### src/yolo_pkg.sv
package yolo_pkg;

   // sizes
   localparam int ADDR_W     = 8;
   localparam int DATA_W     = 32;
   localparam int DATABUS_W  = 256;
   localparam int DATAPATH_W = 16;
   localparam int ACC_W      = 32;
   localparam int N_LANES    = 4;
   localparam int N_MACS     = 2;
   localparam int REG_IDX_W  = 2;

   // cpu address map
   localparam int CTRL_BIT = 7;
   localparam int CMD_BIT  = 6;
   localparam int UNIT_BIT = 6;

   localparam logic [REG_IDX_W-1:0] REG_RD_BASE = 2'd0;
   localparam logic [REG_IDX_W-1:0] REG_RD_LEN  = 2'd1;
   localparam logic [REG_IDX_W-1:0] REG_WR_BASE = 2'd0;

   // bytes of the write word that carry lane results
   localparam int RES_BYTES = N_LANES * ACC_W / 8;
   localparam logic [DATABUS_W/8-1:0] WR_STRB =
      {{(DATABUS_W/8 - RES_BYTES){1'b0}}, {RES_BYTES{1'b1}}};

   // beat layout
   localparam int BIAS_BITS = N_LANES * DATAPATH_W;
   localparam int MAC_BITS  = N_LANES * N_MACS * DATAPATH_W + N_MACS * DATAPATH_W;

   // register write towards one unit
   typedef struct packed {
      logic                 valid;
      logic [REG_IDX_W-1:0] idx;
      logic [DATA_W-1:0]    data;
   } cfg_wr_t;

   // first beat of a job, one bias per lane
   typedef struct packed {
      logic [DATABUS_W-BIAS_BITS-1:0]     rsvd;
      logic [N_LANES-1:0][DATAPATH_W-1:0] bias;
   } bias_beat_t;

   // following beats, weights lane-major then the shared activations
   typedef struct packed {
      logic [DATABUS_W-MAC_BITS-1:0]                  rsvd;
      logic [N_MACS-1:0][DATAPATH_W-1:0]              act;
      logic [N_LANES-1:0][N_MACS-1:0][DATAPATH_W-1:0] weight;
   } mac_beat_t;

   // one read word, decoded by beat position
   typedef union packed {
      bias_beat_t bias;
      mac_beat_t  mac;
   } rd_word_u;

   // work item for one lane
   typedef struct packed {
      logic                              valid;
      logic                              first;
      logic                              last;
      logic signed [DATAPATH_W-1:0]      bias;
      logic [N_MACS-1:0][DATAPATH_W-1:0] weight;
      logic [N_MACS-1:0][DATAPATH_W-1:0] act;
   } lane_flow_t;

endpackage

### src/vec_write.sv
`timescale 1ns/1ps

module vec_write import yolo_pkg::*; (
   input  logic                          clk,
   input  logic                          rst,
   input  cfg_wr_t                       cfg,
   input  logic                          run,
   input  logic                          clear,
   input  logic [N_LANES-1:0][ACC_W-1:0] lane_result,
   input  logic [N_LANES-1:0]            lane_valid,
   input  logic                          wr_ready,
   output logic                          wr_valid,
   output logic [DATA_W-1:0]             wr_addr,
   output logic [DATABUS_W-1:0]          wr_wdata,
   output logic [DATABUS_W/8-1:0]        wr_wstrb,
   output logic                          write_done
);

   logic [DATA_W-1:0] base_q;
   logic              all_valid;

   // lanes run in lockstep, but wait for every one anyway
   assign all_valid = &lane_valid;

   // write base register
   always_ff @(posedge clk, posedge rst) begin
      if (rst) begin
         base_q <= '0;
      end else if (cfg.valid && cfg.idx == REG_WR_BASE) begin
         base_q <= cfg.data;
      end
   end

   // write sequencer and done flag
   always_ff @(posedge clk, posedge rst) begin
      if (rst) begin
         wr_valid   <= 1'b0;
         write_done <= 1'b0;
      end else begin
         if (run || clear) begin
            write_done <= 1'b0;
         end
         if (all_valid) begin
            wr_valid <= 1'b1;
         end else if (wr_valid && wr_ready) begin
            wr_valid   <= 1'b0;
            write_done <= 1'b1;
         end
      end
   end

   // lane k lands in bits 32k+31:32k
   always_ff @(posedge clk) begin
      if (all_valid) begin
         wr_wdata <= DATABUS_W'(lane_result);
      end
   end

   assign wr_addr  = base_q;
   assign wr_wstrb = WR_STRB;

endmodule

### config.mk
export PLATFORM = sky130hd
export DESIGN_NAME = vec_write
export DESIGN_NICKNAME = d
export VERILOG_FILES = /design/src/yolo_pkg.sv /design/src/vec_write.sv
export SDC_FILE = /design/constraint.sdc
export NUM_CORES = 1
export LEC_CHECK = 0
export BUFFER_PORTS_ARGS = -buffer_cell sky130_fd_sc_hd__buf_2
export CORE_AREA = 2 2 194 196
export CTS_CLUSTER_DIAMETER = 100
export DETAILED_ROUTE_END_ITERATION = 10
export DIE_AREA = 0 0 196 198
export HOLD_SLACK_MARGIN = 0.15
export SYNTH_ARGS = -nofsm -noshare
export SYNTH_HDL_FRONTEND = slang
export SYNTH_SLANG_ARGS = --single-unit
### constraint.sdc
create_clock -name clk -period 1 [get_ports clk]
set_input_delay 0.05 -clock clk [delete_from_list [all_inputs] [get_ports clk]]
set_output_delay 0.05 -clock clk [all_outputs]
set_load 0.005 [all_outputs]
== After elaboration in Yosys (flattened, before gate mapping) ==
Index checks and enable logic that the tools add are counted.
Word-level totals
  register bits after elaboration: 162
  latch bits: 0
  memory bits (writable): 0
  memory bits (read-only): 0
  bits of input ports: 172
  output and inout port bits: 322
  logic and storage cells: 15
  memories: 0
Cells by class
  add/sub/neg operators: 0
  $mul: 0
  div/mod/pow operators: 0
  magnitude comparators: 0
  equal/unequal tests: 0
  shift-type cells: 0
  multiplexer cells: 5
  bitwise logic cells: 0
  reduce and logical (&&, ||, !) cells: 6
Operators with widths (count)
  1-bit two-way mux: 5
  4-bit AND reduction: 1
  1-bit logical AND: 2
  2-bit zero test: 1
  2-bit nonzero test: 1
  1-bit logical OR: 1

== Depth between registers and ports, before layout ==
  depth after elaboration: 4
  depth in mapped cells: 3
  gate-level depth less buffers: 2

== Least setup slack after synthesis ==
OpenSTA, ideal clock, no wires.
  path kind: input-to-reg
  start: input port lane_valid[2]
  end: register wr_wdata[0] (enable)
  setup time: 481 ps
  data arrival time: 2666 ps
  data required time: 519 ps
  slack: -2147 ps
  stages: 2
  buffers on the path: 0
  cells stage by stage: nand4_1 > inv_1
Between the ends
  cells in the longest elaborated chain, start to end: 1
RTL lines
  start, declared: line vec_write.sv:10  | input logic [N_LANES-1:0] lane_valid,
  4-bit AND reduction: line vec_write.sv:23  | assign all_valid = &lane_valid;
  named net all_valid: line vec_write.sv:20  | logic all_valid;
  end signal, assigned: line vec_write.sv:55  | wr_wdata <= DATABUS_W'(lane_result);
  end, declared: line vec_write.sv:14  | output logic [DATABUS_W-1:0] wr_wdata,
The timed path passes the listed nets, and every way through them passes these cells.
A chain may end at the register's enable or synchronous reset.

== Final worst setup path ==
  start: register wr_wdata[60]
  end: output port wr_wdata[60]
No word-level cell between the ends.

==> impl_metrics.ini <==
[setup_path]
crit_path_cell_trace = buf_2
critical_path_peak_fanout = 1
crit_path_top_delay_cell = edfxtp_1
critPathBufInv = 1
startpoint_type = flip-flop
slowest_delay_ns = 0.45
critPathCaptureType = primary output
critPathArrivalTime_ns = 1.05
path_class = reg2out
worst_ep_required_time_ns = 0.95
critical_path.top_delay_family = flip-flops

[sta]
finalHoldViolations = 0
setup-tns-final_ns = -2.078
drv_slew = 0
post-route-worst-setup-slack_ns = -0.09574
final_period_minus_worst_setup_slack_ns = 1.096
fmax_ghz = 0.9126
setup_viol_count_final = 74
final.setup_skew_ns = 0.005045
final_clock_period_utilization_by_the_worst_path_pct = 109.6
grt_setup_unrepaired = yes

[routing]
via_per_inst = 3.254
wl_per_cell_um = 14.95
via_count = 4520
postRouteWirelength_um = 20770
drt_first_pass_iters = 4
drt_first_iter_violations = 114
drc = 0
detail-route-antenna-nets = 0

[global_route]
global_route_total_usage_across_every_layer_pct = 10.01
antenna_found_initial = 2
via_count_of_the_first_global_routing_pass = 4400
wire_length_of_the_first_global_routing_pass_um = 27540
maximum_number_of_pins_on_one_net_before_global_route_repair = 33
grt-ovfl-total = 0

[run]
maxCapViolCount = 0

[yosys]
dominantRegCellSynth = edfxtp_1
ys_types = 13
post_synth_inst_count = 367
netlist.top_cell.by_area = edfxtp_1
ys_seq_area_share_pct = 73.90
synth_most_common_cell = buf_4
synth.top_cells.by_count = buf_4, edfxtp_1, dfrtp_1
synth_edf_count = 128
yosys_warnings = 0
synth.ff_latch_count = 162
fraction_of_post_synthesis_cell_area_in_the_top_cell_type_by_area_pct = 60.51
largest_cells_by_area_after_synthesis = edfxtp_1, buf_4, dfrtp_1
syn_avg_cell_area_um2 = 17.31
asyncSetResetFlopFracSynth_pct = 20.99
netlist_area_before_placement_mm2 = 0.006352

[die]
die-width_um = 196
initial_core_util_pct = 17.19
fp.dieArea_mm2 = 0.03881
placementRows = 71
die-height_um = 198
design.core.area_mm2 = 0.03696
ios = 494

[power]
power_leakage_nw = 4.657
vdd_drop_max_uv = 1136
power_density_mw_per_mm2 = 1552

[clock_network]
hold_buffers = 165
clk_latency_worst_skew_pair_ns = 0.44
clkTransAtPathRegs_ns = 0.07
ctsHtreeMaxLevel = 4
numCtsBuffers = 17
clockBufferDepth = 2
clk_root_buffer_cell = clkbuf_16
clock_tree_from_tritoncts = done
clock_sink_count = 162

[layout]
nNetsFinal = 1071
postLayoutCoreUtil_pct = 28.47
multi_input_area_mm2 = 0.001005
layout-area-overhead-vs-synth_pct = 65.65
layout.area.seq_mm2 = 0.004695
filler_cell_count = 3721
drive_above_1_share_pct = 45.61

[place]
dp_hpwl_um = 14710
gp_routability_congestion = 0.7724
port_buffers = 333
post_placement_setup_slack_ns = -0.1465

[outcome]
violations_in_the_final_reports = setup timing
outcome = complete, but fails checks

[hold_path]
holdCritPathClass = in2async
[routing by layer]
layer	share of wire (%)	routed length, um	global-route usage, %	vias to the layer above
li1	-	-	-	2039
met1	37	7623	10.68	2186
met2	53	10920	17.49	265
met3	7.3	1507	3.424	30
met4	3.4	712	5.359	0
met5	0	0	0	-
[path summary, 6_finish.rpt]
check                                   from      endpoint  slack, ns  depth (start not counted)
worst max-delay path            wr_wdata[60]  wr_wdata[60]       -0.1                          1
worst min-delay path                     rst   wr_addr[23]       0.12                          3
worst max register to register   wr_addr[11]   wr_addr[11]       0.12                          2
worst min register to register   wr_addr[29]   wr_addr[29]       0.50                          1
max in group asynchronous                rst   wr_addr[30]       0.42                          4
min in group clk                     cfg[32]   wr_addr[29]       0.18                          4
[cell type report]
| type | instances | area share (%) |
|---|---|---|
| Clock buffer | 17 | 4.043 |
| Tap cell | 474 | 5.636 |
| Timing Repair Buffer | 518 | 34.57 |
| Clock inverter | 15 | 1.379 |
| Inverter | 3 | 0.1427 |
| Sequential cell | 162 | 44.61 |
| Antenna cell | 3 | 0.07134 |
| Multi-Input combinational cell | 197 | 9.548 |
[through the flow]
stage / power [mW] / area (um2) / hold slack (ns) / cells
after detailed placement: 9.443 / 8179 / 0.03077 / 1183
after global routing: 17.04 / 10520 / 0.1188 / 1388
after floorplan: 8.959 / 6949 / 0.1489 / 525
after CTS: 16.52 / 10490 / 0.08225 / 1383
final: 16.33 / 10520 / 0.1156 / 1389
after global placement: 9.423 / 8179 / 0.02873 / 1183
[kinds of logic (layout without fill, tap and decap cells)]
group | Yosys count | after routing | synth area share, %
mux | 32 | 32 | 5.673
simple gates | 3 | 3 | 0.4531
buf+inv | 166 | 553 | 19.62
compound gates | 2 | 2 | 0.2363
flops | 162 | 162 | 73.90
other cells | 2 | 163 | 0.1182
[power by group]
| group | total, mW | switching [mW] | leakage (nW) | internal, mW |
|---|---|---|---|---|
| logic | 2.03 | 0.817 | 2.81 | 1.21 |
| clock network | 6.41 | 3.10 | 0.278 | 3.31 |
| registers | 7.89 | 0.184 | 1.57 | 7.71 |
| total | 16.3 | 4.10 | 4.66 | 12.2 |
[registers in the layout (all words and copies together) (netlist names)]
name / cells
write_done: 1
wr_addr: 32
wr_wdata: 128
wr_valid: 1
[layout by cell type, fill, tap and decap left out, drive strengths merged]
cell	instances
conb	160
nor3b	1
edfxtp	128
nor2	1
dfrtp	34
mux2	32
a32o	1
buf	353
dlygate4sd3	165
inv	11
clkinvlp	2
diode	3
nand4	1
o21ai	1
clkbuf	17
clkinv	5
[timing repair]
item / 4_1_cts / 5_1_grt
endpoints found under the setup margin: 158 / 162
setup buffers: 3 / 3
hold endpoints to repair: 196 / 7
pin swaps: 0 / 0
resized for setup: 20 / 2
Note: power is estimated with default switching activity, not from simulation.
