$ cat config.mk
export PLATFORM = sky130hd
export DESIGN_NAME = mac_lane
export DESIGN_NICKNAME = d
export VERILOG_FILES = /design/src/yolo_pkg.sv /design/src/mac_lane.sv
export SDC_FILE = /design/constraint.sdc
export NUM_CORES = 2
export LEC_CHECK = 0
export BUFFER_PORTS_ARGS = -buffer_cell sky130_fd_sc_hd__buf_2
export CORE_MARGIN = 2
export CORE_UTILIZATION = 56
export DETAILED_ROUTE_END_ITERATION = 12
export PLACE_DENSITY_LB_ADDON = 0.3
export SYNTH_ARGS = -nofsm -noshare
export SYNTH_HDL_FRONTEND = slang
export SYNTH_SLANG_ARGS = --single-unit
$ cat constraint.sdc
create_clock -name clk -period 7.17 [get_ports clk]
set_input_delay 0.3585 -clock clk [delete_from_list [all_inputs] [get_ports clk]]
set_output_delay 0.3585 -clock clk [all_outputs]
set_load 0.1 [all_outputs]
$ cat src/yolo_pkg.sv
package yolo_pkg;

   // sizes
   localparam int ADDR_W     = 8;
   localparam int DATA_W     = 32;
   localparam int DATABUS_W  = 256;
   localparam int DATAPATH_W = 16;
   localparam int ACC_W      = 32;
   localparam int N_LANES    = 4;
   localparam int N_MACS     = 2;
   localparam int REG_IDX_W  = 2;

   // cpu address map
   localparam int CTRL_BIT = 7;
   localparam int CMD_BIT  = 6;
   localparam int UNIT_BIT = 6;

   localparam logic [REG_IDX_W-1:0] REG_RD_BASE = 2'd0;
   localparam logic [REG_IDX_W-1:0] REG_RD_LEN  = 2'd1;
   localparam logic [REG_IDX_W-1:0] REG_WR_BASE = 2'd0;

   // bytes of the write word that carry lane results
   localparam int RES_BYTES = N_LANES * ACC_W / 8;
   localparam logic [DATABUS_W/8-1:0] WR_STRB =
      {{(DATABUS_W/8 - RES_BYTES){1'b0}}, {RES_BYTES{1'b1}}};

   // beat layout
   localparam int BIAS_BITS = N_LANES * DATAPATH_W;
   localparam int MAC_BITS  = N_LANES * N_MACS * DATAPATH_W + N_MACS * DATAPATH_W;

   // register write towards one unit
   typedef struct packed {
      logic                 valid;
      logic [REG_IDX_W-1:0] idx;
      logic [DATA_W-1:0]    data;
   } cfg_wr_t;

   // first beat of a job, one bias per lane
   typedef struct packed {
      logic [DATABUS_W-BIAS_BITS-1:0]     rsvd;
      logic [N_LANES-1:0][DATAPATH_W-1:0] bias;
   } bias_beat_t;

   // following beats, weights lane-major then the shared activations
   typedef struct packed {
      logic [DATABUS_W-MAC_BITS-1:0]                  rsvd;
      logic [N_MACS-1:0][DATAPATH_W-1:0]              act;
      logic [N_LANES-1:0][N_MACS-1:0][DATAPATH_W-1:0] weight;
   } mac_beat_t;

   // one read word, decoded by beat position
   typedef union packed {
      bias_beat_t bias;
      mac_beat_t  mac;
   } rd_word_u;

   // work item for one lane
   typedef struct packed {
      logic                              valid;
      logic                              first;
      logic                              last;
      logic signed [DATAPATH_W-1:0]      bias;
      logic [N_MACS-1:0][DATAPATH_W-1:0] weight;
      logic [N_MACS-1:0][DATAPATH_W-1:0] act;
   } lane_flow_t;

endpackage

$ cat src/mac_lane.sv
`timescale 1ns/1ps

module mac_lane import yolo_pkg::*; (
   input  logic             clk,
   input  logic             rst,
   input  lane_flow_t       flow,
   output logic [ACC_W-1:0] result,
   output logic             res_valid
);

   logic signed [2*DATAPATH_W-1:0] prod [N_MACS];
   logic signed [ACC_W-1:0]        prod_sum;
   logic signed [ACC_W-1:0]        acc_base;
   logic signed [ACC_W-1:0]        acc_q;

   // signed 16x16 products
   always_comb begin
      for (int m = 0; m < N_MACS; m++) begin
         prod[m] = $signed(flow.weight[m]) * $signed(flow.act[m]);
      end
   end

   // adder tree over the products
   always_comb begin
      prod_sum = '0;
      for (int m = 0; m < N_MACS; m++) begin
         prod_sum = prod_sum + ACC_W'(prod[m]);
      end
   end

   // restart from the bias on the first item
   assign acc_base = flow.first ? ACC_W'(flow.bias) : acc_q;

   // wraps at 32 bits
   always_ff @(posedge clk) begin
      if (flow.valid) begin
         acc_q <= acc_base + prod_sum;
      end
   end

   always_ff @(posedge clk, posedge rst) begin
      if (rst) begin
         res_valid <= 1'b0;
      end else begin
         res_valid <= flow.valid & flow.last;
      end
   end

   assign result = acc_q;

endmodule

Word-level counts from Yosys, hierarchy flattened --
Index checks and enable logic that the tools add are counted.
Operators by class: bitwise logic cells 1, $mul 2, $add $sub $neg 2, mux-type cells 1
Operator list (number):
- $add A32 B32 Y32 | 2
- $mul A16 B16 Y32 | 2
- $mux W32 | 1
- $and A1 B1 Y1 | 1
Storage, ports and cells: output and inout bits 33, flip-flop bits (word level) 33, input port bits 85

Logic depth before layout (Yosys ltp) --
word-level depth 3, depth in mapped cells 28, mapped depth without buffers 26

Least setup slack after synthesis --
OpenSTA, ideal clock, no wires.
path kind input-to-reg, start in flow[47] in the netlist's numbering, end reg acc_q[31] (netlist: result[31]) (data pin), cell stages on the path 24, arrival time 7167 ps, library setup time 260 ps, setup slack -257 ps, path buffers 1, required time 6910 ps, cells stage by stage clkbuf_1 > nand2_1 > fa_1 > fa_1 > inv_1 > fa_1 > inv_1 > fa_1 > inv_1 > fa_1 > fa_1 > fa_1 > inv_1 > fa_1 > inv_1 > ha_1 > a21oi_1 > o21ai_1 > and4_1 > o31ai_1 > o211ai_1 > a31o_2 > a21oi_2 > xnor2_1
On the way: cells in the longest elaborated chain, start to end 3
RTL lines:
- start: declaration | RTL line mac_lane.sv:6 | input lane_flow_t flow,
- $mul A16 B16 Y32 | RTL line mac_lane.sv:19 | prod[m] = $signed(flow.weight[m]) * $signed(flow.act[m]);
- $add A32 B32 Y32 | RTL line mac_lane.sv:27 | prod_sum = prod_sum + ACC_W'(prod[m]);
- $add A32 B32 Y32 | RTL line mac_lane.sv:37 | acc_q <= acc_base + prod_sum;
- end signal: assignment | RTL line mac_lane.sv:37
- end: declaration | RTL line mac_lane.sv:14 | logic signed [ACC_W-1:0] acc_q;
No other way between the ends. A chain may end at the register's enable or synchronous reset.

Final worst setup path --
Ends and elaborated chain as after synthesis.

==> run metrics <==
final count of hold timing violations 0; CTS HTree Levels 2; average footprint of a synthesized cell 9.662 sq um; Most Frequent Cell on Critical Path sky130_fd_sc_hd__fa_1; total routed wirelength 54.59 mm; signal arrival time at the worst endpoint between 7000 and 8000 ps; TritonCTS clock tree done; Crit Path Class primary input to flip-flop; count of yosys warnings during synthesis 0; overall routing resource usage 29.36%; gp weighted congestion 0.9663; clock slew at the register clock pins of the worst setup and hold paths 60 ps; final critical-path required period 6940 ps; clock buffers created by TritonCTS 5; endpoint class of the critical path flip-flop; Cell Area, Placed between 20000 and 25000 sq um; mean routed wirelength per cell 18.53 microns; slew of the pin with the lowest slew margin 864.5 ps; Design Area, Final 23970 sq um; run status finished, final reports clean; proportion of synthesized chip area in sequential cells around 4.5%; largest fanout of any net on the critical path 9; vias in the first global route 17320; cell total after placement 2934; Setup-failing EPs final 0; global route overflow 0; Final Skew 11.26 ps; number of DRC markers in iteration 0 1004; first-pass GRT wire length around 92 mm; synthesis-stage register bit count 33; num rows 72; worst path required time 7250 ps; commonest register cell after synthesis sky130_fd_sc_hd__edfxtp_1; initial standard-cell utilization of the core between 50% and 60%; Post-Layout Cell Count 2946; max-capacitance violation count 0; final net count 3269; biggest cell delay along the critical path approximately 580 ps; sum of net half-perimeters after detailed placement just under 50 mm; Die Ht around 200 microns; startpoint type of the worst setup path primary input; clock root cell sky130_fd_sc_hd__clkbuf_16; CORE AREA 38650 sq um; share of the core filled with cells between 60% and 70%; Vias per Instance about 5.2; number of iterations in the first detailed-routing pass 5; area of the mapped netlist 21890 sq um; unrepaired setup endpoints after global routing true; source-to-sink clock delay at the later pin of the worst-skew pair 330 ps; Relative slew margins 42.37%; number of I/O port buffers ~120; layout cells sized above 1 10.55%; final cycle utilization of the critical path 96.80%; cell count after synthesis 2266; residual antenna-violating net count after detailed routing 0; Peak Freq 144.1 MHz; die footprint 40700 sq um; count of flip-flops with a built-in enable after synthesis 32; area growth from synthesis to final layout 9.458%; hold crit path type primary input to flip-flop; list of cells traversed by the critical path buf_2 > nand2_2 > buf_4 > fa_1 > fa_1 > inv_1 > fa_1 > fa_1 > fa_1 > fa_1 > fa_1 > inv_1 > fa_1 > inv_1 > ha_1 > a21oi_1 > o21ai_1 > and4_1 > o31ai_2 > o211ai_1 > a31o_2 > a21oi_2 > xnor2_1; total DRC errors in the routed layout 0; CTS Sinks 33; initial antenna violation count 2; die width between 200 and 250 microns; largest net degree at the start of global routing 34; number of nets in the synthesized netlist 3109; maximum clock insertion buffer count 2; Ports 118; Post-synth ARST share 3.030%; TNS Setup 0 ps; Unique masters post-synth 45; cell at the slowest stage of the critical path sky130_fd_sc_hd__fa_1; total via count in the routed design between 15000 and 20000; Final Max Tran Viols 0
-- metal layers --
layer  track usage, %  up-vias  share of wire [%]
met5                0        -              0.026
met4            7.458        2                2.3
met3            5.588       82                7.6
met2            46.31      557                 47
met1            42.35     7932                 44
li1                 -     6698                  -
-- path summary, 6_finish.rpt --
kind	startpoint	to	slack, ps	depth (start not counted)
worst max-delay path	flow[47]	result[31]	230	23
worst min register to register	result[0]	result[0]	860	3
worst min-delay path	flow[80]	res_valid	240	2
worst max register to register	result[10]	result[25]	230	24
min in group asynchronous	rst	res_valid	400	3
max in group asynchronous	rst	res_valid	6680	3
-- critical path, delay by kind of cell --
kind / cells / cell delay, ps
fa+ha+maj: 9 / 4370
buf+inv: 5 / 650
xor+xnor: 1 / 70
compound gates: 6 / 1090
simple gates: 2 / 470
-- synth_stat cells, types with 2 or more instances --
cell                         n  area share [%]
sky130_fd_sc_hd__a21oi_2     2           0.080
sky130_fd_sc_hd__fa_1      622              57
sky130_fd_sc_hd__a21oi_1    39            0.89
sky130_fd_sc_hd__a21o_2      2           0.080
sky130_fd_sc_hd__nand2b_1   20            0.57
sky130_fd_sc_hd__or3_1       3           0.086
sky130_fd_sc_hd__xor2_1     17            0.68
sky130_fd_sc_hd__a211oi_1    2           0.069
sky130_fd_sc_hd__clkbuf_1   68             1.2
sky130_fd_sc_hd__inv_1     683              12
sky130_fd_sc_hd__nor3_1      6            0.14
sky130_fd_sc_hd__o211ai_1    6            0.21
sky130_fd_sc_hd__o21ai_2     2           0.080
sky130_fd_sc_hd__o21a_1      3            0.10
sky130_fd_sc_hd__nand3_1     9            0.21
sky130_fd_sc_hd__o21ai_0     9            0.21
sky130_fd_sc_hd__nand4_1     3           0.086
sky130_fd_sc_hd__xnor2_1    38             1.5
sky130_fd_sc_hd__a21o_1     11            0.38
sky130_fd_sc_hd__and2_1    198             5.7
sky130_fd_sc_hd__mux2i_1    14            0.64
sky130_fd_sc_hd__nand2_1   300             5.1
sky130_fd_sc_hd__nor2_1     15            0.26
sky130_fd_sc_hd__nor2b_1     4            0.11
sky130_fd_sc_hd__clkinv_1    2           0.034
sky130_fd_sc_hd__ha_1      136             7.8
sky130_fd_sc_hd__buf_2       2           0.046
sky130_fd_sc_hd__and4_1      2           0.080
sky130_fd_sc_hd__edfxtp_1   32             4.4
-- cell type report --
class / instances / area, sq um
Clock buffer: 6 / 128.9
Clock inverter: 2 / 10.01
Sequential cell: 33 / 985.9
Inverter: 685 / 2575
Antenna cell: 1 / 2.502
Tap cell: 518 / 648.1
Fill cell: 3188 / 14680
Multi-Input combinational cell: 1477 / 18160
Timing Repair Buffer: 223 / 1449
Timing Repair inverter: 1 / 5.005
-- registers in the layout, summed over array words and instances (netlist names) --
signal     count
result        32
res_valid      1
-- timing repair --
| action | in CTS | in global routing |
|---|---|---|
| endpoints found under the setup margin | 0 | 8 |
| hold buffers | 1 | 0 |
| resized for setup | 0 | 12 |
| hold endpoints to repair | 1 | 0 |
| buffers inserted | 0 | 1 |
-- logic make-up after synthesis --
| group | share of synthesized area [%] |
|---|---|
| adder cells (fa/ha/maj) | 64.64 |
| buffers and inverters | 12.97 |
| AND/OR/NAND/NOR | 12.45 |
| AO/OA/AOI/OAI | 2.537 |
| XOR/XNOR | 2.200 |
| flip-flops | 4.503 |
| multiplexers | 0.6914 |
-- layout by cell type, fill, tap and decap left out, drive strengths merged, types with 8 or more instances in the layout --
cell / instances
a21oi: 41
edfxtp: 32
a21o: 13
clkbuf: 8
and2: 198
nor2: 15
fa: 622
mux2i: 14
nand2b: 20
o21ai: 12
xor2: 17
nand2: 300
ha: 136
buf: 220
nand3: 9
xnor2: 38
inv: 683
-- through the flow --
stage               hold WS (ps)  setup slack [ps]
floorplan                  87.21             5.810
global placement           190.1            -110.5
detailed placement         194.5            -296.2
CTS                        223.6             59.81
global route               243.2            -7.761
finish                     235.3             229.6
Power is left out: the tool's default activity adds up to more than one toggle a clock period on the data nets, which glitch-free logic cannot reach.
