==> config.mk <==
export PLATFORM = sky130hd
export DESIGN_NAME = cfg_split
export DESIGN_NICKNAME = d
export VERILOG_FILES = /design/src/yolo_pkg.sv /design/src/cfg_split.sv
export SDC_FILE = /design/constraint.sdc
export NUM_CORES = 1
export LEC_CHECK = 0
export BUFFER_PORTS_ARGS = -buffer_cell sky130_fd_sc_hd__buf_4
export CAP_MARGIN = 20
export CORE_MARGIN = 4
export CORE_UTILIZATION = 25
export DETAILED_ROUTE_END_ITERATION = 7
export PLACE_DENSITY = 0.51
export SYNTH_ARGS = -nofsm -noshare
export SYNTH_HDL_FRONTEND = slang
export SYNTH_SLANG_ARGS = --single-unit
==> constraint.sdc <==
create_clock -name clk -period 1.6 [get_ports clk]
set_input_delay 0.08 -clock clk [delete_from_list [all_inputs] [get_ports clk]]
set_output_delay 0.08 -clock clk [all_outputs]
set_load 0.02 [all_outputs]
==> src/yolo_pkg.sv <==
package yolo_pkg;

   // sizes
   localparam int ADDR_W     = 8;
   localparam int DATA_W     = 32;
   localparam int DATABUS_W  = 256;
   localparam int DATAPATH_W = 16;
   localparam int ACC_W      = 32;
   localparam int N_LANES    = 4;
   localparam int N_MACS     = 2;
   localparam int REG_IDX_W  = 2;

   // cpu address map
   localparam int CTRL_BIT = 7;
   localparam int CMD_BIT  = 6;
   localparam int UNIT_BIT = 6;

   localparam logic [REG_IDX_W-1:0] REG_RD_BASE = 2'd0;
   localparam logic [REG_IDX_W-1:0] REG_RD_LEN  = 2'd1;
   localparam logic [REG_IDX_W-1:0] REG_WR_BASE = 2'd0;

   // bytes of the write word that carry lane results
   localparam int RES_BYTES = N_LANES * ACC_W / 8;
   localparam logic [DATABUS_W/8-1:0] WR_STRB =
      {{(DATABUS_W/8 - RES_BYTES){1'b0}}, {RES_BYTES{1'b1}}};

   // beat layout
   localparam int BIAS_BITS = N_LANES * DATAPATH_W;
   localparam int MAC_BITS  = N_LANES * N_MACS * DATAPATH_W + N_MACS * DATAPATH_W;

   // register write towards one unit
   typedef struct packed {
      logic                 valid;
      logic [REG_IDX_W-1:0] idx;
      logic [DATA_W-1:0]    data;
   } cfg_wr_t;

   // first beat of a job, one bias per lane
   typedef struct packed {
      logic [DATABUS_W-BIAS_BITS-1:0]     rsvd;
      logic [N_LANES-1:0][DATAPATH_W-1:0] bias;
   } bias_beat_t;

   // following beats, weights lane-major then the shared activations
   typedef struct packed {
      logic [DATABUS_W-MAC_BITS-1:0]                  rsvd;
      logic [N_MACS-1:0][DATAPATH_W-1:0]              act;
      logic [N_LANES-1:0][N_MACS-1:0][DATAPATH_W-1:0] weight;
   } mac_beat_t;

   // one read word, decoded by beat position
   typedef union packed {
      bias_beat_t bias;
      mac_beat_t  mac;
   } rd_word_u;

   // work item for one lane
   typedef struct packed {
      logic                              valid;
      logic                              first;
      logic                              last;
      logic signed [DATAPATH_W-1:0]      bias;
      logic [N_MACS-1:0][DATAPATH_W-1:0] weight;
      logic [N_MACS-1:0][DATAPATH_W-1:0] act;
   } lane_flow_t;

endpackage

==> src/cfg_split.sv <==
`timescale 1ns/1ps

module cfg_split import yolo_pkg::*; (
   input  logic              clk,
   input  logic              rst,
   input  logic              valid,
   input  logic [ADDR_W-1:0] addr,
   input  logic [DATA_W-1:0] wdata,
   output cfg_wr_t           rd_cfg,
   output cfg_wr_t           wr_cfg,
   output logic              run,
   output logic              clear
);

   logic                 is_ctrl;
   logic                 is_reg;
   logic                 run_req;
   logic                 clear_req;
   logic                 run_r0;
   logic                 run_r1;
   logic                 rd_wr_q;
   logic                 wr_wr_q;
   logic [REG_IDX_W-1:0] idx_q;
   logic [DATA_W-1:0]    data_q;

   // address decode
   assign is_ctrl   = valid & addr[CTRL_BIT];
   assign is_reg    = valid & ~addr[CTRL_BIT];
   assign run_req   = is_ctrl & ~addr[CMD_BIT];
   assign clear_req = is_ctrl & addr[CMD_BIT];

   always_ff @(posedge clk, posedge rst) begin
      if (rst) begin
         run_r0  <= 1'b0;
         run_r1  <= 1'b0;
         run     <= 1'b0;
         clear   <= 1'b0;
         rd_wr_q <= 1'b0;
         wr_wr_q <= 1'b0;
      end else begin
         run_r0  <= run_req;
         run_r1  <= run_r0;
         // one cycle wide even if the cpu repeats the write
         run     <= run_r0 & ~run_r1;
         clear   <= clear_req;
         rd_wr_q <= is_reg & ~addr[UNIT_BIT];
         wr_wr_q <= is_reg & addr[UNIT_BIT];
      end
   end

   // register index and value, shared by both units
   always_ff @(posedge clk) begin
      if (is_reg) begin
         idx_q  <= addr[REG_IDX_W-1:0];
         data_q <= wdata;
      end
   end

   assign rd_cfg = '{valid: rd_wr_q, idx: idx_q, data: data_q};
   assign wr_cfg = '{valid: wr_wr_q, idx: idx_q, data: data_q};

endmodule

; ---- After elaboration in Yosys (flattened, before gate mapping)
; Cells that the tools add are included.
; Widths: inputs -> output; s select.
[totals]
ff_bits = 40
in_bits = 43
out_inout_bits = 72
elab_cells = 18
[classes]
bitwise = 10
[op_table]
columns = cell, n
row1 = $and 1x1->1, 7
row2 = $not 1->1, 3

; ---- Longest topological paths before layout
; Gate-level depths: netlist (run 1).
[logic_depth]
depth_word = 3
ltp_mapped = 1
depth_no_buf = 1

; ---- Worst setup path after synthesis (run 1)
; No wires, ideal clock.
[synth_timing]
kind = input port to flip-flop
startpoint = input addr[7]
endpoint = register data_q[0] (enable)
setup_ps = 430
arrival_ps = 1620
t_required_ps = 1170
path_slack_ps = -450
stages = 1
n_path_buf = 0
cell_sequence = nor2b_1
[synth_between]
elab_chain_len = 2
[synth_rtl]
columns = item, line_no
row1 = "start, declared", cfg_split.sv:7  ; input logic [ADDR_W-1:0] addr,
row2 = $not 1->1, cfg_split.sv:28  ; assign is_reg = valid & ~addr[CTRL_BIT];
row3 = $and 1x1->1, cfg_split.sv:28
row4 = "end signal, assigned", cfg_split.sv:55  ; data_q <= wdata;
row5 = "end, declared", cfg_split.sv:24  ; logic [DATA_W-1:0] data_q;
; No other way between the ends.
; A chain may end at the register's enable or synchronous reset.

; ---- Worst setup path after layout (run 1)
[layout_timing]
startpoint = input addr[6]
endpoint = register rd_wr_q
[layout_between]
elab_chain_len = 2
[layout_rtl]
columns = item, line_no
row1 = $not 1->1, cfg_split.sv:46  ; rd_wr_q <= is_reg & ~addr[UNIT_BIT];
row2 = $and 1x1->1, cfg_split.sv:46
row3 = "end signal, assigned", cfg_split.sv:46
row4 = "end, declared", cfg_split.sv:21  ; logic rd_wr_q;
; No other way between the ends.

==> impl_metrics.toml, run 1 <==
[run_status]
outcome = "finished, final reports clean"

[yosys]
netlist_area_sq_um = 1495
syn_avg_cell_area_sq_um = 18.01
synth_compound_area_share_pct = 0
synthCells = 83
yosys_warnings = 0
synthSimpleGateAreaFrac_pct = 3.347
synthesis.nets = 126
synth_top_family_by_area = "buffers and inverters"
synthAdderAreaFrac_pct = 0
yosysUniqueCellTypes = 8
synth_mux_area_share_pct = 0
synth-seq-cells = 40
yosysSeqAreaShare_pct = 78.33
synthXorXnorAreaFrac_pct = 0

[clock_tree]
clk_path_buf_depth = 2
clkTransAtPathRegs_ps = 80
root_buffer = "clkbuf_8"
cts_setup_buffers = 0
clk_latency_ps = 280
cts_buffers = 5
cts_tree = "done"
cts_num_sinks = 40
htree_levels = 2

[critical_path]
crit_start = "addr[6]"
ff2ff_setup_slack_ps = 970
endpoint_kind = "flop"
arrival_ps = 1460
path_cells = "dlygate4sd3_1, buf_4, nor3b_2, dlygate4sd3_1"
r2r_start = "run_r0$_DFF_PP0_"
max_stage_delay_ps = 550
critical_path.max_fanout = 4
reg2regPathDepth = 1
rr_endpoint = "run$_DFF_PP0_"
crit_end = "rd_wr_q$_DFF_PP0_"
critical_path.startpoint_type = "input pin"
critPathKind = "input pin to flop"
crit_top_cell = "dlygate4sd3_1"
required_ps = 1830
cp_slowest_cell = "dlygate4sd3_1"

[floorplan]
die_area_sq_um = 7282
io_pins = 115
chipWidth_um = 85.34
die_h_um = 85.34
rows = 27
coreArea_sq_um = 5642
initial_core_util_pct = 26.50

[power_and_ir_drop]
p_leak_nw = 1.190
internal_power_w = 0.001931
seqPwrFrac_pct = 48.4
ir_drop_v = 0.0004694
powerDensity_nw_per_um2 = 969.9
netSwitchingFraction_pct = 24.73
p_switching_w = 0.0006345
combPwrFrac_pct = 19.8
p_clk_share_pct = 31.8

[grt]
grt_usage_pct = 10.30
grt_first_pass_wirelength_um = 5685
antenna_found_initial = 0
overflow = 0
grt_pass1_vias = 1212
grt_max_degree = 21

[timing]
rsz0062_at_grt = "false"
post-route-period-util_pct = 77.04
clock-skew-final_ps = 0.3915
finalWorstPathRequiredPeriod_ps = 1233
hold_violations = 0
tightest_slew_ps = 253.2
fmax_mhz = 811.2
slew_headroom_pct = 83.12
slew_viol_final = 0
setup_tns_ps = 0
setup_violations = 0
holdWs_ps = 71.19

[routing]
routedWlPerCell_um = 13.76
firstDrtPassIters = 4
antenna_left = 0
vias_per_cell = 3.775
drt-initial-drc-count = 32
drc = 0
via_count = 1042
wl_um = 3798

[cells_and_area]
num-nets-final = 246
diodes = 0
area_growth_pct = 76.90
nFillCells = 507
drive_above_1_share_pct = 60.29

[min_path]
hold-path-cell-count = 2
hold_path_class = "input pin to flop"

[placed_design]
gp_congestion = 0.7082
numPortBuffers = 110
dp_hpwl_um = 2683

[job]
cap_violations = 0
power groups by stage:
stage | registers, W | logic, W | clock network [W]
CTS | 0.00124 | 0.000513 | 0.000842
global placement | 0.00126 | 0.000438 | 0
detailed placement | 0.00126 | 0.000441 | 0
global route | 0.00125 | 0.000534 | 0.000895
finish | 0.00124 | 0.000509 | 0.000816
floorplan | 0.00133 | 0.000177 | 0
worst min-delay path by stage:
stage                        endpoint  startpoint
finish              wr_wr_q$_DFF_PP0_       valid
global route        wr_wr_q$_DFF_PP0_       valid
CTS                 wr_wr_q$_DFF_PP0_       valid
detailed placement  rd_wr_q$_DFF_PP0_         rst
global placement    rd_wr_q$_DFF_PP0_         rst
floorplan             clear$_DFF_PP0_         rst
flip-flops by register name (all words and copies together), names as in the netlist:
| signal | cells |
|---|---|
| data_q | 32 |
| idx_q | 2 |
| clear | 1 |
| rd_wr_q | 1 |
| run | 1 |
| run_r0 | 1 |
| run_r1 | 1 |
| wr_wr_q | 1 |
stage by stage:
step	total power (W)	area, sq um	cells	util (%)	worst slack [ps]
after floorplan	0.001512	1498	83	-	189.3
after global placement	0.001698	2163	231	38.35	672.1
after detailed placement	0.001704	2163	231	38.35	656.7
after CTS	0.002596	2645	276	46.88	381.7
after global routing	0.002678	2645	276	46.88	348.8
final	0.002565	2645	276	46.88	367.3
worst max-delay path, delay by kind of cell:
kind                   cells  cell delay, ps
buffers and inverters      3            1240
AND/OR/NAND/NOR            1             140
cell usage in the layout (no fill, tap or decap):
cell type      instances
clkinv_2               1
clkinvlp_4             1
bufinv_16              1
inv_1                  1
dlygate4sd3_1         37
nor2b_1                1
clkbuf_8               5
and3_2                 1
dfrtp_1                6
and3b_1                2
nor3b_2                1
edfxtp_1              34
buf_4                112
nor2b_4                1
kinds of logic after synthesis:
kind of cell / count (synthesis)
DFF: 40
buffers and inverters: 37
and+or+nand+nor: 6
synthesized netlist by cell type, drive strengths merged:
| master | instances | area, sq um |
|---|---|---|
| buf | 36 | 270.3 |
| edfxtp | 34 | 1021 |
| dfrtp | 6 | 150.1 |
| and3b | 2 | 17.52 |
| nor2b | 2 | 12.51 |
| and3 | 1 | 7.510 |
| inv | 1 | 3.750 |
| nor3b | 1 | 12.51 |
cell type report:
cell class                 instances  area [sq um]  share of cell area (%)
inverter                           1         3.754                  0.1419
clock buffer                       5         68.82                   2.602
tap                               72         90.09                   3.406
clock inverter                     3         42.54                   1.608
timing repair buffer             149          1211                   45.79
sequential                        40          1171                   44.28
multi-input combinational          6         57.56                   2.176
per-layer routing:
| layer | vias to the layer above | GRT usage, % | wire [um] | share of wire, % |
|---|---|---|---|---|
| met3 | 2 | 4.951 | 384 | 10 |
| met2 | 71 | 18.79 | 2041 | 54 |
| met4 | 0 | 3.453 | 17 | 0.45 |
| met5 | - | 0 | 0 | 0 |
| met1 | 480 | 10.13 | 1355 | 36 |
| li1 | 489 | - | - | - |
timing repair:
action	in CTS	in global routing
gates resized for setup	0	0
endpoints found under the hold margin	41	0
hold buffers	37	0
Power figures use the tool's default switching activity.
==> inputs of run 2 (changes only) <==
--- a/config.mk
+++ b/config.mk
@@ -10,7 +10,7 @@
 export CORE_MARGIN = 4
 export CORE_UTILIZATION = 25
 export DETAILED_ROUTE_END_ITERATION = 7
-export PLACE_DENSITY = 0.51
+export PLACE_DENSITY = 0.53
 export SYNTH_ARGS = -nofsm -noshare
 export SYNTH_HDL_FRONTEND = slang
 export SYNTH_SLANG_ARGS = --single-unit
==> constraint.sdc (replaced) <==
create_clock -name clk -period 1 [get_ports clk]
set_input_delay 0.05 -clock clk [delete_from_list [all_inputs] [get_ports clk]]
set_output_delay 0.05 -clock clk [all_outputs]
set_load 0.02 [all_outputs]
==> run 2 against run 1 <==
Net effect:
- die area did not move
- final area rose by 0.95%
- flip-flop and latch count did not move
- final cell count did not move
- largest power group unchanged
- highest routed layer unchanged
==> impl_metrics.toml, run 2 (synthesis results as in run 1) <==
[run_status]
outcome = "finished, final reports clean"

[floorplan]
coreArea_sq_um = 5642
initial_core_util_pct = 26.50
die_h_um = 85.34
rows = 27
die_area_sq_um = 7282
chipWidth_um = 85.34
io_pins = 115

[clock_tree]
root_buffer = "clkbuf_8"
cts-resized-gates = 0
htree_levels = 2
clk_path_buf_depth = 2
clk_latency_ps = 280
cts_tree = "done"
cts_buffers = 5
cts_num_sinks = 40
clkTransAtPathRegs_ps = 80
cts_setup_buffers = 0

[power_and_ir_drop]
p_switching_w = 0.0009916
powerDensity_nw_per_um2 = 1533
p_clk_share_pct = 31.2
internal_power_w = 0.003100
p_leak_nw = 1.195
combPwrFrac_pct = 20.3
ir_drop_v = 0.0008391
seqPwrFrac_pct = 48.5
netSwitchingFraction_pct = 24.23

[routing]
drt-initial-drc-count = 20
firstDrtPassIters = 4
vias_per_cell = 3.848
routedWlPerCell_um = 13.44
via_count = 1062
antenna_left = 0
wl_um = 3709
drc = 0

[cells_and_area]
nFillCells = 505
num-nets-final = 246
diodes = 0
utilization_pct = 47.33
most-common-layout-cells = "buf_4, dlygate4sd3_1, edfxtp_1"
largest_reg_flops = 32
mostFrequentLayoutCell = "buf_4"
top_register = "data_q"
drive_above_1_share_pct = 60.29
layout.cells.non_filler = 276
largest_registers = "data_q (32), idx_q (2)"
area_growth_pct = 78.58

[timing]
setup_violations = 0
slew_headroom_pct = 86.10
clock-skew-final_ps = 0.3182
hold_violations = 0
rsz0062_at_grt = "true"
finalWorstPathRequiredPeriod_ps = 948.5
post-route-period-util_pct = 94.85
fmax_mhz = 1054
tightest_slew_ps = 208.3
slew_viol_final = 0

[placed_design]
post-place-cells = 231
dp_hpwl_um = 2701
numPortBuffers = 110
gp_congestion = 0.7061

[critical_path]
max_stage_delay_ps = 430
rr_endpoint = "run$_DFF_PP0_"
required_ps = 950
timing.critical_path.max_delay_family = "flip-flops"
reg2regPathDepth = 1
r2r_start = "run_r0$_DFF_PP0_"
arrival_ps = 900
cp_slowest_cell = "edfxtp_1"
ff2ff_setup_slack_ps = 400
critPathKind = "flop to primary output"
path_cells = "buf_4"
endpoint_kind = "primary output"
critical_path.startpoint_type = "flop"
crit_buf_inv = 1
critical_path.max_fanout = 2

[min_path]
worstHoldStart = "valid"
hold_path_class = "input pin to flop"
min_to = "rd_wr_q$_DFF_PP0_"
hold-path-cell-count = 2

[grt]
grt_usage_pct = 10.30
grt_pass1_vias = 1177
grt_max_degree = 22
grt_first_pass_wirelength_um = 5699
overflow = 0
antenna_found_initial = 0

[job]
cap_violations = 0
## run 2: cell counts in the layout (fill, tap and decap cells not counted)
Identical to the previous run, type by type.
## run 2: per-layer routing
| metal | wire length, um | global-route usage [%] |
|---|---|---|
| met1 | 1203 | 9.538 |
| met5 | 0 | 0 |
| met2 | 1959 | 18.50 |
| met3 | 492 | 6.019 |
| met4 | 53 | 3.885 |
## run 2: layout make-up
class / count / area [sq um] / share of cell area (%)
multi-input cells: 6 / 57.56 / 2.156
clock inverters: 3 / 42.54 / 1.593
clock buffers: 5 / 68.82 / 2.577
inverters: 1 / 3.754 / 0.1406
repair buffers: 149 / 1236 / 46.30
well taps: 72 / 90.09 / 3.374
flip-flops and latches: 40 / 1171 / 43.86
## run 2: power by group through the flow
stage,sequential [W],combinational (W),clock [W]
2_1_floorplan,0.00213,0.000285,0
3_3_place_gp,0.00202,0.000717,0
3_5_place_dp,0.00202,0.000721,0
4_1_cts,0.00199,0.000835,0.00134
5_1_grt,0.00200,0.000872,0.00142
6_report,0.00198,0.000829,0.00128
## run 2: metrics by stage
stage | instance area, sq um | total power (W) | hold slack, ps | TNS (ps) | worst slack (ps)
CTS | 2670 | 0.004159 | 34.93 | 0 | 31.60
floorplan | 1503 | 0.002420 | -159.0 | -191.7 | -5.638
finish | 2670 | 0.004092 | 45.18 | 0 | 51.48
detailed placement | 2188 | 0.002741 | -22.15 | 0 | 138.5
global placement | 2188 | 0.002732 | -25.70 | 0 | 149.5
global route | 2670 | 0.004293 | 33.22 | -0.5106 | -0.5106
## run 2: repair_timing
action / in CTS / in global routing
setup endpoints to repair: 0 / 1
endpoints found under the hold margin: 41 / 0
hold buffers: 37 / 0
## run 2: worst max path at each step
stage,slack (ps),to,cells after the start,start
finish,50,wr_cfg[6],1,data_q[6]$_DFFE_PP_
global route,-0.5,wr_cfg[32],1,idx_q[0]$_DFFE_PP_
CTS,30,wr_cfg[32],1,idx_q[0]$_DFFE_PP_
detailed placement,140,data_q[27]$_DFFE_PP_,3,addr[7]
global placement,150,data_q[27]$_DFFE_PP_,3,addr[7]
floorplan,-6,data_q[0]$_DFFE_PP_,1,valid
